### src/source/cpuCore_defs.svh
`ifndef CPU_CORE_DEFS_SVH
`define CPU_CORE_DEFS_SVH

// Data path and address width
`define WORD_BITS 32

// One byte per register field in the instruction word
`define REG_FIELD_BITS 8

// General purpose registers, addressed by field modulo count
`define GEN_REG_COUNT 64

// Fields at or above this value select a fixed register
`define FIXED_REG_BASE 64

// Fixed register fields
`define SP_FIELD 64
`define FLAGS_FIELD 65

// Size of the opcode word, the optional data word follows it
`define INSTR_BYTES 4

// Bytes moved per push or pop
`define STACK_STEP 4

`endif

### src/source/cpuPkg.sv
`include "cpuCore_defs.svh"

package cpuPkg;

  typedef logic [`WORD_BITS-1:0] dataWord;       // Register values, addresses, RAM data
  typedef logic [`REG_FIELD_BITS-1:0] regField;  // Register field taken from the instruction
  typedef logic [2:0] flagBits;                  // Bit 0 equal, bit 1 less, bit 2 greater

  // Byte 0 of every instruction word
  typedef enum logic [7:0] {
    MovRC   = 8'h01,  // r1 = const
    MovRR   = 8'h02,  // r1 = r2
    AddRRR  = 8'h03,  // r1 = r2 + r3
    AddRRC  = 8'h04,  // r1 = r2 + const
    SubRRR  = 8'h05,  // r1 = r2 - r3
    SubRRC  = 8'h06,  // r1 = r2 - const
    IncR    = 8'h07,
    DecR    = 8'h08,
    ShlRRR  = 8'h09,  // r1 = r2 << r3
    ShrRRR  = 8'h0a,  // Logical shift
    NegRR   = 8'h0b,  // r1 = -r2
    MovRdC  = 8'h10,  // r1 = [const]
    MovRdRo = 8'h11,  // r1 = [r2 + const]
    MovRdR  = 8'h12,  // r1 = [r2]
    MovdCR  = 8'h13,  // [const] = r2
    MovdRoR = 8'h14,  // [r1 + const] = r2
    PushR   = 8'h18,
    PopR    = 8'h19,
    CallR   = 8'h1a,  // Pushes own address, jumps to r1
    Ret     = 8'h1b,  // Resumes after the call
    CmpRR   = 8'h20,
    CmpRC   = 8'h21,
    JmpC    = 8'h28,
    JeC     = 8'h29,  // Taken on equal flag
    JneC    = 8'h2a,
    JzRC    = 8'h2b,  // Taken when r1 is zero
    JnzRC   = 8'h2c,
    DoutR   = 8'h30   // Debug output of r1
  } opCode;

  // Multicycle sequencer steps
  typedef enum logic [2:0] {
    FetchReq,
    FetchWait,
    Decode,
    DataWait,   // Second instruction word
    MemReq,
    MemWait,
    Process
  } seqState;

endpackage

### src/source/regPortIf.sv
`timescale 1ns/10ps

interface regPortIf import cpuPkg::*; ();

  regField readField1;    // Three combinational read ports
  regField readField2;
  regField readField3;
  dataWord readValue1;
  dataWord readValue2;
  dataWord readValue3;
  logic    writeEnable;   // General write, any field
  regField writeField;
  dataWord writeData;
  logic    spWrite;       // Dedicated stack pointer update
  dataWord spNext;
  logic    flagsWrite;    // Compare result
  flagBits flagsNext;
  dataWord stackPointer;
  flagBits flags;

  modport sequencer (
    output readField1, readField2, readField3, writeEnable, writeField, writeData,
           spWrite, spNext, flagsWrite, flagsNext,
    input  readValue1, readValue2, readValue3, stackPointer, flags
  );

  modport regFile (
    input  readField1, readField2, readField3, writeEnable, writeField, writeData,
           spWrite, spNext, flagsWrite, flagsNext,
    output readValue1, readValue2, readValue3, stackPointer, flags
  );

endinterface

### src/source/execIf.sv
`timescale 1ns/10ps

interface execIf import cpuPkg::*; ();

  opCode           op;             // Latched opcode
  cpuPkg::dataWord operandA;       // Value of field 1
  cpuPkg::dataWord operandB;       // Value of field 2
  cpuPkg::dataWord operandC;       // Value of field 3
  cpuPkg::dataWord dataWord;       // Constant or address word
  cpuPkg::dataWord ipointer;       // Address of the current instruction
  cpuPkg::dataWord loadValue;      // RAM read result
  cpuPkg::dataWord stackPointer;
  flagBits         flags;

  logic            needsDataWord;  // 8-byte instruction
  logic            isLoad;
  logic            isStore;
  logic            writesReg;      // Result goes to field 1
  cpuPkg::dataWord result;
  cpuPkg::dataWord memAddress;
  cpuPkg::dataWord storeValue;
  cpuPkg::dataWord nextIp;
  logic            spChange;
  cpuPkg::dataWord spNext;
  logic            flagsChange;
  flagBits         flagsNext;

  modport sequencer (
    output op, operandA, operandB, operandC, dataWord, ipointer, loadValue,
           stackPointer, flags,
    input  needsDataWord, isLoad, isStore, writesReg, result, memAddress, storeValue,
           nextIp, spChange, spNext, flagsChange, flagsNext
  );

  modport execute (
    input  op, operandA, operandB, operandC, dataWord, ipointer, loadValue,
           stackPointer, flags,
    output needsDataWord, isLoad, isStore, writesReg, result, memAddress, storeValue,
           nextIp, spChange, spNext, flagsChange, flagsNext
  );

endinterface

### src/source/instrSequencer.sv
`timescale 1ns/10ps
`include "cpuCore_defs.svh"

module instrSequencer import cpuPkg::*; (
  input  logic        clk,
  input  logic        reset,
  input  dataWord     ramIn,
  input  logic        ramReady,
  output dataWord     ramAddress,
  output dataWord     ramOut,
  output logic        readReq,
  output logic        writeReq,
  output dataWord     ipointer,
  output dataWord     debugValue,
  output logic        debugStrobe,
  regPortIf.sequencer regs,
  execIf.sequencer    ex
);

  seqState state;
  regField field1;     // Destination and first source
  regField field2;
  regField field3;
  logic    memAccess;  // Load or store pending
  logic    inProcess;

  assign memAccess = ex.isLoad || ex.isStore;
  assign inProcess = (state == Process);

  // Register reads follow the latched fields
  assign regs.readField1 = field1;
  assign regs.readField2 = field2;
  assign regs.readField3 = field3;

  // Write-back only in the last step
  assign regs.writeEnable = inProcess && ex.writesReg;
  assign regs.writeField  = field1;
  assign regs.writeData   = ex.result;
  assign regs.spWrite     = inProcess && ex.spChange;
  assign regs.spNext      = ex.spNext;
  assign regs.flagsWrite  = inProcess && ex.flagsChange;
  assign regs.flagsNext   = ex.flagsNext;

  assign ex.ipointer     = ipointer;
  assign ex.stackPointer = regs.stackPointer;
  assign ex.flags        = regs.flags;

  always_ff @(posedge clk or posedge reset) begin
    if (reset) begin
      state       <= FetchReq;
      readReq     <= 1'b0;
      writeReq    <= 1'b0;
      ramAddress  <= '0;
      ipointer    <= '0;
      debugValue  <= '0;
      debugStrobe <= 1'b0;
    end else begin
      debugStrobe <= 1'b0;  // Single cycle pulse
      case (state)
        FetchReq: begin
          readReq    <= 1'b1;
          ramAddress <= ipointer;
          state      <= FetchWait;
        end
        FetchWait: begin
          readReq <= 1'b0;
          if (ramReady)
            state <= Decode;
        end
        Decode: begin
          if (ex.needsDataWord) begin
            readReq    <= 1'b1;
            ramAddress <= ipointer + `INSTR_BYTES;  // Word after the opcode
            state      <= DataWait;
          end else if (memAccess) begin
            state <= MemReq;
          end else begin
            state <= Process;
          end
        end
        DataWait: begin
          readReq <= 1'b0;
          if (ramReady)
            state <= memAccess ? MemReq : Process;
        end
        MemReq: begin
          ramAddress <= ex.memAddress;
          readReq    <= ex.isLoad;
          writeReq   <= ex.isStore;
          state      <= MemWait;
        end
        MemWait: begin
          readReq  <= 1'b0;
          writeReq <= 1'b0;
          if (ramReady)
            state <= Process;
        end
        Process: begin
          ipointer <= ex.nextIp;
          if (ex.op == DoutR) begin
            debugValue  <= ex.operandA;
            debugStrobe <= 1'b1;
          end
          state <= FetchReq;
        end
        default:
          state <= FetchReq;
      endcase
    end
  end

  // Instruction, operand and RAM data latches
  always_ff @(posedge clk) begin
    if (state == FetchWait && ramReady) begin
      ex.op  <= opCode'(ramIn[`REG_FIELD_BITS-1:0]);
      field1 <= ramIn[2*`REG_FIELD_BITS-1:`REG_FIELD_BITS];
      field2 <= ramIn[3*`REG_FIELD_BITS-1:2*`REG_FIELD_BITS];
      field3 <= ramIn[4*`REG_FIELD_BITS-1:3*`REG_FIELD_BITS];
    end
    if (state == Decode) begin
      ex.operandA <= regs.readValue1;
      ex.operandB <= regs.readValue2;
      ex.operandC <= regs.readValue3;
    end
    if (state == DataWait && ramReady)
      ex.dataWord <= ramIn;     // Constant or address
    if (state == MemReq)
      ramOut <= ex.storeValue;  // Held until the memory answers
    if (state == MemWait && ramReady)
      ex.loadValue <= ramIn;
  end

endmodule

### src/flat_wrapper.sv
// flat-port wrapper written by rule: the top's interface ports become plain ports
module instrSequencer_flat import cpuPkg::*;
  (clk, reset, ramIn, ramReady, ramAddress, ramOut, readReq, writeReq, ipointer, debugValue, debugStrobe, regs_readField1, regs_readField2, regs_readField3, regs_writeEnable, regs_writeField, regs_writeData, regs_spWrite, regs_spNext, regs_flagsWrite, regs_flagsNext, regs_readValue1, regs_readValue2, regs_readValue3, regs_stackPointer, regs_flags, ex_op, ex_operandA, ex_operandB, ex_operandC, ex_dataWord, ex_ipointer, ex_loadValue, ex_stackPointer, ex_flags, ex_needsDataWord, ex_isLoad, ex_isStore, ex_writesReg, ex_result, ex_memAddress, ex_storeValue, ex_nextIp, ex_spChange, ex_spNext, ex_flagsChange, ex_flagsNext);
  regPortIf regs_i ();
  execIf ex_i ();
  input  logic clk;
  input  logic reset;
  input  dataWord ramIn;
  input  logic ramReady;
  output dataWord ramAddress;
  output dataWord ramOut;
  output logic readReq;
  output logic writeReq;
  output dataWord ipointer;
  output dataWord debugValue;
  output logic debugStrobe;
  output wire logic [$bits(regs_i.readField1)-1:0] regs_readField1;
  output wire logic [$bits(regs_i.readField2)-1:0] regs_readField2;
  output wire logic [$bits(regs_i.readField3)-1:0] regs_readField3;
  output wire logic [$bits(regs_i.writeEnable)-1:0] regs_writeEnable;
  output wire logic [$bits(regs_i.writeField)-1:0] regs_writeField;
  output wire logic [$bits(regs_i.writeData)-1:0] regs_writeData;
  output wire logic [$bits(regs_i.spWrite)-1:0] regs_spWrite;
  output wire logic [$bits(regs_i.spNext)-1:0] regs_spNext;
  output wire logic [$bits(regs_i.flagsWrite)-1:0] regs_flagsWrite;
  output wire logic [$bits(regs_i.flagsNext)-1:0] regs_flagsNext;
  input wire logic [$bits(regs_i.readValue1)-1:0] regs_readValue1;
  input wire logic [$bits(regs_i.readValue2)-1:0] regs_readValue2;
  input wire logic [$bits(regs_i.readValue3)-1:0] regs_readValue3;
  input wire logic [$bits(regs_i.stackPointer)-1:0] regs_stackPointer;
  input wire logic [$bits(regs_i.flags)-1:0] regs_flags;
  output wire logic [$bits(ex_i.op)-1:0] ex_op;
  output wire logic [$bits(ex_i.operandA)-1:0] ex_operandA;
  output wire logic [$bits(ex_i.operandB)-1:0] ex_operandB;
  output wire logic [$bits(ex_i.operandC)-1:0] ex_operandC;
  output wire logic [$bits(ex_i.dataWord)-1:0] ex_dataWord;
  output wire logic [$bits(ex_i.ipointer)-1:0] ex_ipointer;
  output wire logic [$bits(ex_i.loadValue)-1:0] ex_loadValue;
  output wire logic [$bits(ex_i.stackPointer)-1:0] ex_stackPointer;
  output wire logic [$bits(ex_i.flags)-1:0] ex_flags;
  input wire logic [$bits(ex_i.needsDataWord)-1:0] ex_needsDataWord;
  input wire logic [$bits(ex_i.isLoad)-1:0] ex_isLoad;
  input wire logic [$bits(ex_i.isStore)-1:0] ex_isStore;
  input wire logic [$bits(ex_i.writesReg)-1:0] ex_writesReg;
  input wire logic [$bits(ex_i.result)-1:0] ex_result;
  input wire logic [$bits(ex_i.memAddress)-1:0] ex_memAddress;
  input wire logic [$bits(ex_i.storeValue)-1:0] ex_storeValue;
  input wire logic [$bits(ex_i.nextIp)-1:0] ex_nextIp;
  input wire logic [$bits(ex_i.spChange)-1:0] ex_spChange;
  input wire logic [$bits(ex_i.spNext)-1:0] ex_spNext;
  input wire logic [$bits(ex_i.flagsChange)-1:0] ex_flagsChange;
  input wire logic [$bits(ex_i.flagsNext)-1:0] ex_flagsNext;
  assign regs_readField1 = regs_i.readField1;
  assign regs_readField2 = regs_i.readField2;
  assign regs_readField3 = regs_i.readField3;
  assign regs_writeEnable = regs_i.writeEnable;
  assign regs_writeField = regs_i.writeField;
  assign regs_writeData = regs_i.writeData;
  assign regs_spWrite = regs_i.spWrite;
  assign regs_spNext = regs_i.spNext;
  assign regs_flagsWrite = regs_i.flagsWrite;
  assign regs_flagsNext = regs_i.flagsNext;
  assign regs_i.readValue1 = regs_readValue1;
  assign regs_i.readValue2 = regs_readValue2;
  assign regs_i.readValue3 = regs_readValue3;
  assign regs_i.stackPointer = regs_stackPointer;
  assign regs_i.flags = regs_flags;
  assign ex_op = ex_i.op;
  assign ex_operandA = ex_i.operandA;
  assign ex_operandB = ex_i.operandB;
  assign ex_operandC = ex_i.operandC;
  assign ex_dataWord = ex_i.dataWord;
  assign ex_ipointer = ex_i.ipointer;
  assign ex_loadValue = ex_i.loadValue;
  assign ex_stackPointer = ex_i.stackPointer;
  assign ex_flags = ex_i.flags;
  assign ex_i.needsDataWord = ex_needsDataWord;
  assign ex_i.isLoad = ex_isLoad;
  assign ex_i.isStore = ex_isStore;
  assign ex_i.writesReg = ex_writesReg;
  assign ex_i.result = ex_result;
  assign ex_i.memAddress = ex_memAddress;
  assign ex_i.storeValue = ex_storeValue;
  assign ex_i.nextIp = ex_nextIp;
  assign ex_i.spChange = ex_spChange;
  assign ex_i.spNext = ex_spNext;
  assign ex_i.flagsChange = ex_flagsChange;
  assign ex_i.flagsNext = ex_flagsNext;
  instrSequencer u_core (.clk(clk), .reset(reset), .ramIn(ramIn), .ramReady(ramReady), .ramAddress(ramAddress), .ramOut(ramOut), .readReq(readReq), .writeReq(writeReq), .ipointer(ipointer), .debugValue(debugValue), .debugStrobe(debugStrobe), .regs(regs_i), .ex(ex_i));
endmodule
### config.mk
export PLATFORM = sky130hd
export DESIGN_NAME = instrSequencer_flat
export DESIGN_NICKNAME = d
export VERILOG_FILES = /design/src/source/cpuPkg.sv /design/src/source/regPortIf.sv /design/src/source/execIf.sv /design/src/source/instrSequencer.sv /design/src/flat_wrapper.sv
export VERILOG_INCLUDE_DIRS = /design/src /design/src/source
export SDC_FILE = /design/constraint.sdc
export NUM_CORES = 1
export LEC_CHECK = 0
export BUFFER_PORTS_ARGS = -buffer_cell sky130_fd_sc_hd__buf_2
export CORE_AREA = 2 2 308 310
export CTS_BUF_LIST = sky130_fd_sc_hd__clkbuf_8
export CTS_CLUSTER_DIAMETER = 80
export DETAILED_ROUTE_END_ITERATION = 7
export DIE_AREA = 0 0 310 312
export PLACE_DENSITY = 0.36
export SLEW_MARGIN = 10
export SYNTH_ARGS = -nofsm -noshare
export SYNTH_HDL_FRONTEND = slang
export SYNTH_SLANG_ARGS = --single-unit
### constraint.sdc
create_clock -name clk -period 4.5 [get_ports clk]
set_input_delay 0.9 -clock clk [delete_from_list [all_inputs] [get_ports clk]]
set_output_delay 0.9 -clock clk [all_outputs]
set_load 0.02 [all_outputs]
==> results.py <==
metrics = {
    "job": {
        "max_cap_viol_count": 0,
    },
    "timing": {
        "finalSetupTns_ns": 0,
        "slew_headroom": 0.346,
        "slew_violations": 0,
        "fmax_ghz": 0.308,
        "fin_crit_sh": 0.722,
        "tightest_slew_ns": 0.980,
        "finClkSkew_ns": 0.0543,
        "hold_viol_final": 0,
        "layout_setup_ws_ns": 1.25,
        "rsz0062_at_grt": "no",
        "setup_viol": 0,
        "fin_hold_ws_ns": 0.388,
        "finalCriticalPeriod_ns": 3.25,
    },
    "clocking": {
        "clk_latency_ns": 0.70,
        "clock_path_buffers": 3,
        "cts_resized": 0,
        "clk_pin_slew_ns": 0.06,
        "h-tree-depth": 3,
        "cts_tree": "yes",
        "cts_hold_buf": 0,
        "cts.sinks": 326,
        "cts-buffers-inserted": 68,
        "post_cts_buffers": 0,
        "cts-root-buf": "clkbuf_8",
    },
    "worst_hold_path": {
        "hp-class": "input pin to asynchronous set/reset pin",
    },
    "place": {
        "io_buffers": 598,
        "post-dp-hpwl_um": 39300,
        "place_congestion": 0.745,
        "dp_slack_ns": 1.60,
    },
    "worst_setup_path": {
        "regToRegEndpoint": "u_core.ramAddress[6]",
        "worstSetupStartpointType": "flip-flop",
        "crit_required_ns": 3.60,
        "crit_slowest_cell": "dfrtp_1",
        "crit_type": "flip-flop to output pin",
        "endpoint_kind": "output pin",
        "cp_cell_sequence": "nand3_2, nor2_1, buf_2",
        "worstRegToRegCells": 7,
        "cp-startpoint": "u_core.state[1]",
        "critical_path.max_fanout": 20,
        "endpoint": "regs_flagsWrite",
        "cp_data_arrival_time_ns": 2.35,
        "r2r_slack_ns": 1.65,
        "r2r-start": "u_core.state[1]",
        "slowest_delay_ns": 0.74,
    },
    "synth": {
        "async_reset_ff_frac": 0.313,
        "ys_types": 54,
        "synthesis.nets": 1168,
        "synthFlopType": "edfxtp_1",
        "synth_area_leader_cell": "edfxtp_1",
        "syn_inst": 832,
        "synthTopCellsByCount": "edfxtp_1 (224), buf_4 (142), dfrtp_1 (102)",
        "yosysMostFrequentCell": "edfxtp_1",
        "synth_area_per_cell_um2": 15.4,
        "seq_area_frac_synth": 0.725,
        "ys_warn_count": 0,
        "ys_top_cells_by_area": "edfxtp_1 (53%), dfrtp_1 (20%), buf_4 (8.3%)",
        "synth_area_mm2": 0.0128,
        "synth-seq-cells": 326,
        "synth-edff-count": 224,
        "yosys.area.top_type_share": 0.525,
    },
    "grt": {
        "antenna_found_initial": 25,
        "grt_overflow": 0,
        "grt_pass1_wl_um": 71200,
        "grt_pass1_vias": 9516,
        "grt_use_total": 0.104,
        "grt_max_degree": 111,
    },
    "power_and_ir_drop": {
        "power_frac_clock": 0.280,
        "total_power_w": 0.0113,
        "intPower_w": 0.00679,
        "power_density_mw_per_mm2": 638,
        "p_sw_frac": 0.399,
        "seqPwrFrac": 0.414,
        "switchingPower_w": 0.00450,
        "share_comb_of_total_power": 0.306,
        "leakagePower_nw": 7.41,
        "vdd_drop_max_uv": 253,
    },
    "detailed_routing": {
        "via_per_inst": 3.40,
        "drt-initial-drc-count": 438,
        "wire_per_inst_um": 19.7,
        "dr.pass1.iters": 5,
        "totalWireLength_um": 52300,
        "ant_nets": 0,
        "drc": 0,
        "vias": 9015,
    },
    "die": {
        "ios": 803,
        "die-width_um": 310,
        "rows": 112,
        "start_util": 0.138,
        "die_area_mm2": 0.0967,
        "die_h_um": 312,
        "core_area_mm2": 0.0930,
    },
    "final_layout": {
        "layout.nets": 1676,
        "syn_to_final_growth_pct": 38.1,
        "drive_above_1_share": 0.547,
    },
    "status": {
        "outcome": "complete, no violations",
    },
}
## worst min-delay path by stage
stage	startpoint	to	slack [ns]
after floorplan	u_core.writeReq	u_core.writeReq	0.58
after global placement	u_core.debugValue[19]	u_core.debugValue[19]	0.47
after detailed placement	u_core.ramAddress[2]	u_core.ramAddress[2]	0.47
after CTS	regs_readValue3[4]	u_core.ex.operandC[4]	0.28
after global routing	regs_readValue2[16]	u_core.ex.operandB[16]	0.31
final	reset	u_core.debugValue[28]	0.39
## cell type report
type / count / area [um2]
timing repair buffer: 608 / 3080
antenna: 4 / 10.0
sequential: 326 / 9280
fill: 10400 / 75400
inverter: 8 / 37.5
tap: 1254 / 1570
multi-input combinational: 328 / 2360
clock buffer: 78 / 1070
clock inverter: 46 / 278
## registers in the layout, summed over array words and instances (netlist names)
name,count
u_core.ramAddress,32
u_core.ex.dataWord,32
u_core.ex.op,8
u_core.ex.operandB,32
u_core.regs.readField2,8
u_core.ramOut,32
u_core.readReq,1
u_core.regs.readField3,8
u_core.ex.loadValue,32
u_core.ex.operandC,32
u_core.ex.ipointer,32
u_core.debugStrobe,1
u_core.writeReq,1
u_core.regs.readField1,8
u_core.state,3
u_core.debugValue,32
u_core.ex.operandA,32
## layout by cell type, fill, tap and decap left out, types with 3 or more instances in the layout
cell / Yosys / routed
buf_2: 9 / 598
edfxtp_1: 224 / 224
dfrtp_1: 102 / 102
clkbuf_8: 0 / 78
nand2_1: 46 / 46
mux2_2: 45 / 45
nor2_1: 34 / 32
mux2_1: 25 / 25
inv_1: 5 / 22
o21ai_0: 19 / 19
a21oi_1: 17 / 16
nor4_1: 15 / 15
clkinv_1: 1 / 13
a31oi_1: 12 / 12
nand3_1: 12 / 11
nor3_1: 11 / 10
nand4_1: 9 / 9
buf_4: 142 / 9
mux2i_1: 8 / 8
clkinv_2: 0 / 7
a221oi_1: 6 / 6
xnor2_1: 6 / 6
nand2b_1: 5 / 5
and3_1: 5 / 5
o311ai_0: 5 / 5
o31a_1: 5 / 5
diode_2: 0 / 4
a22oi_1: 4 / 4
xor2_1: 3 / 3
a221o_1: 3 / 3
or3_1: 3 / 3
o21ai_1: 3 / 3
clkinvlp_4: 0 / 3
## power by group through the flow
stage	combinational (W)	sequential, W	clock [W]
floorplan	0.00168	0.00522	0
global placement	0.00355	0.00477	0
detailed placement	0.00354	0.00478	0
CTS	0.00354	0.00473	0.00335
global route	0.00376	0.00480	0.00346
finish	0.00345	0.00468	0.00316
## layer usage
layer  part of all wire  track usage  vias to the layer above
li1                   -            -                     3965
met1               0.36        0.110                     4411
met2               0.47        0.167                      486
met3               0.13       0.0623                      129
met4              0.037       0.0434                       24
met5             0.0032            0                        -
## logic make-up after synthesis
group	share of synthesized area
xor+xnor	0.00616
simple gates	0.0626
fa+ha+maj	0.000977
mux	0.0690
compound gates	0.0419
flops	0.725
buf+inv	0.0947
## through the flow
step | instance area, um2 | instances | util
detailed placement | 16300 | 2524 | 0.175
floorplan | 12800 | 832 | -
global placement | 16300 | 2524 | 0.175
finish | 17700 | 2652 | 0.190
CTS | 17700 | 2648 | 0.190
global route | 17700 | 2649 | 0.190
## worst max-delay path: cells and delay by family, from the launching register on
family,cells,cell delay [ns]
and+or+nand+nor,2,0.71
DFF,1,0.74
buffers and inverters,1,0.19
Power figures use the tool's default switching activity.
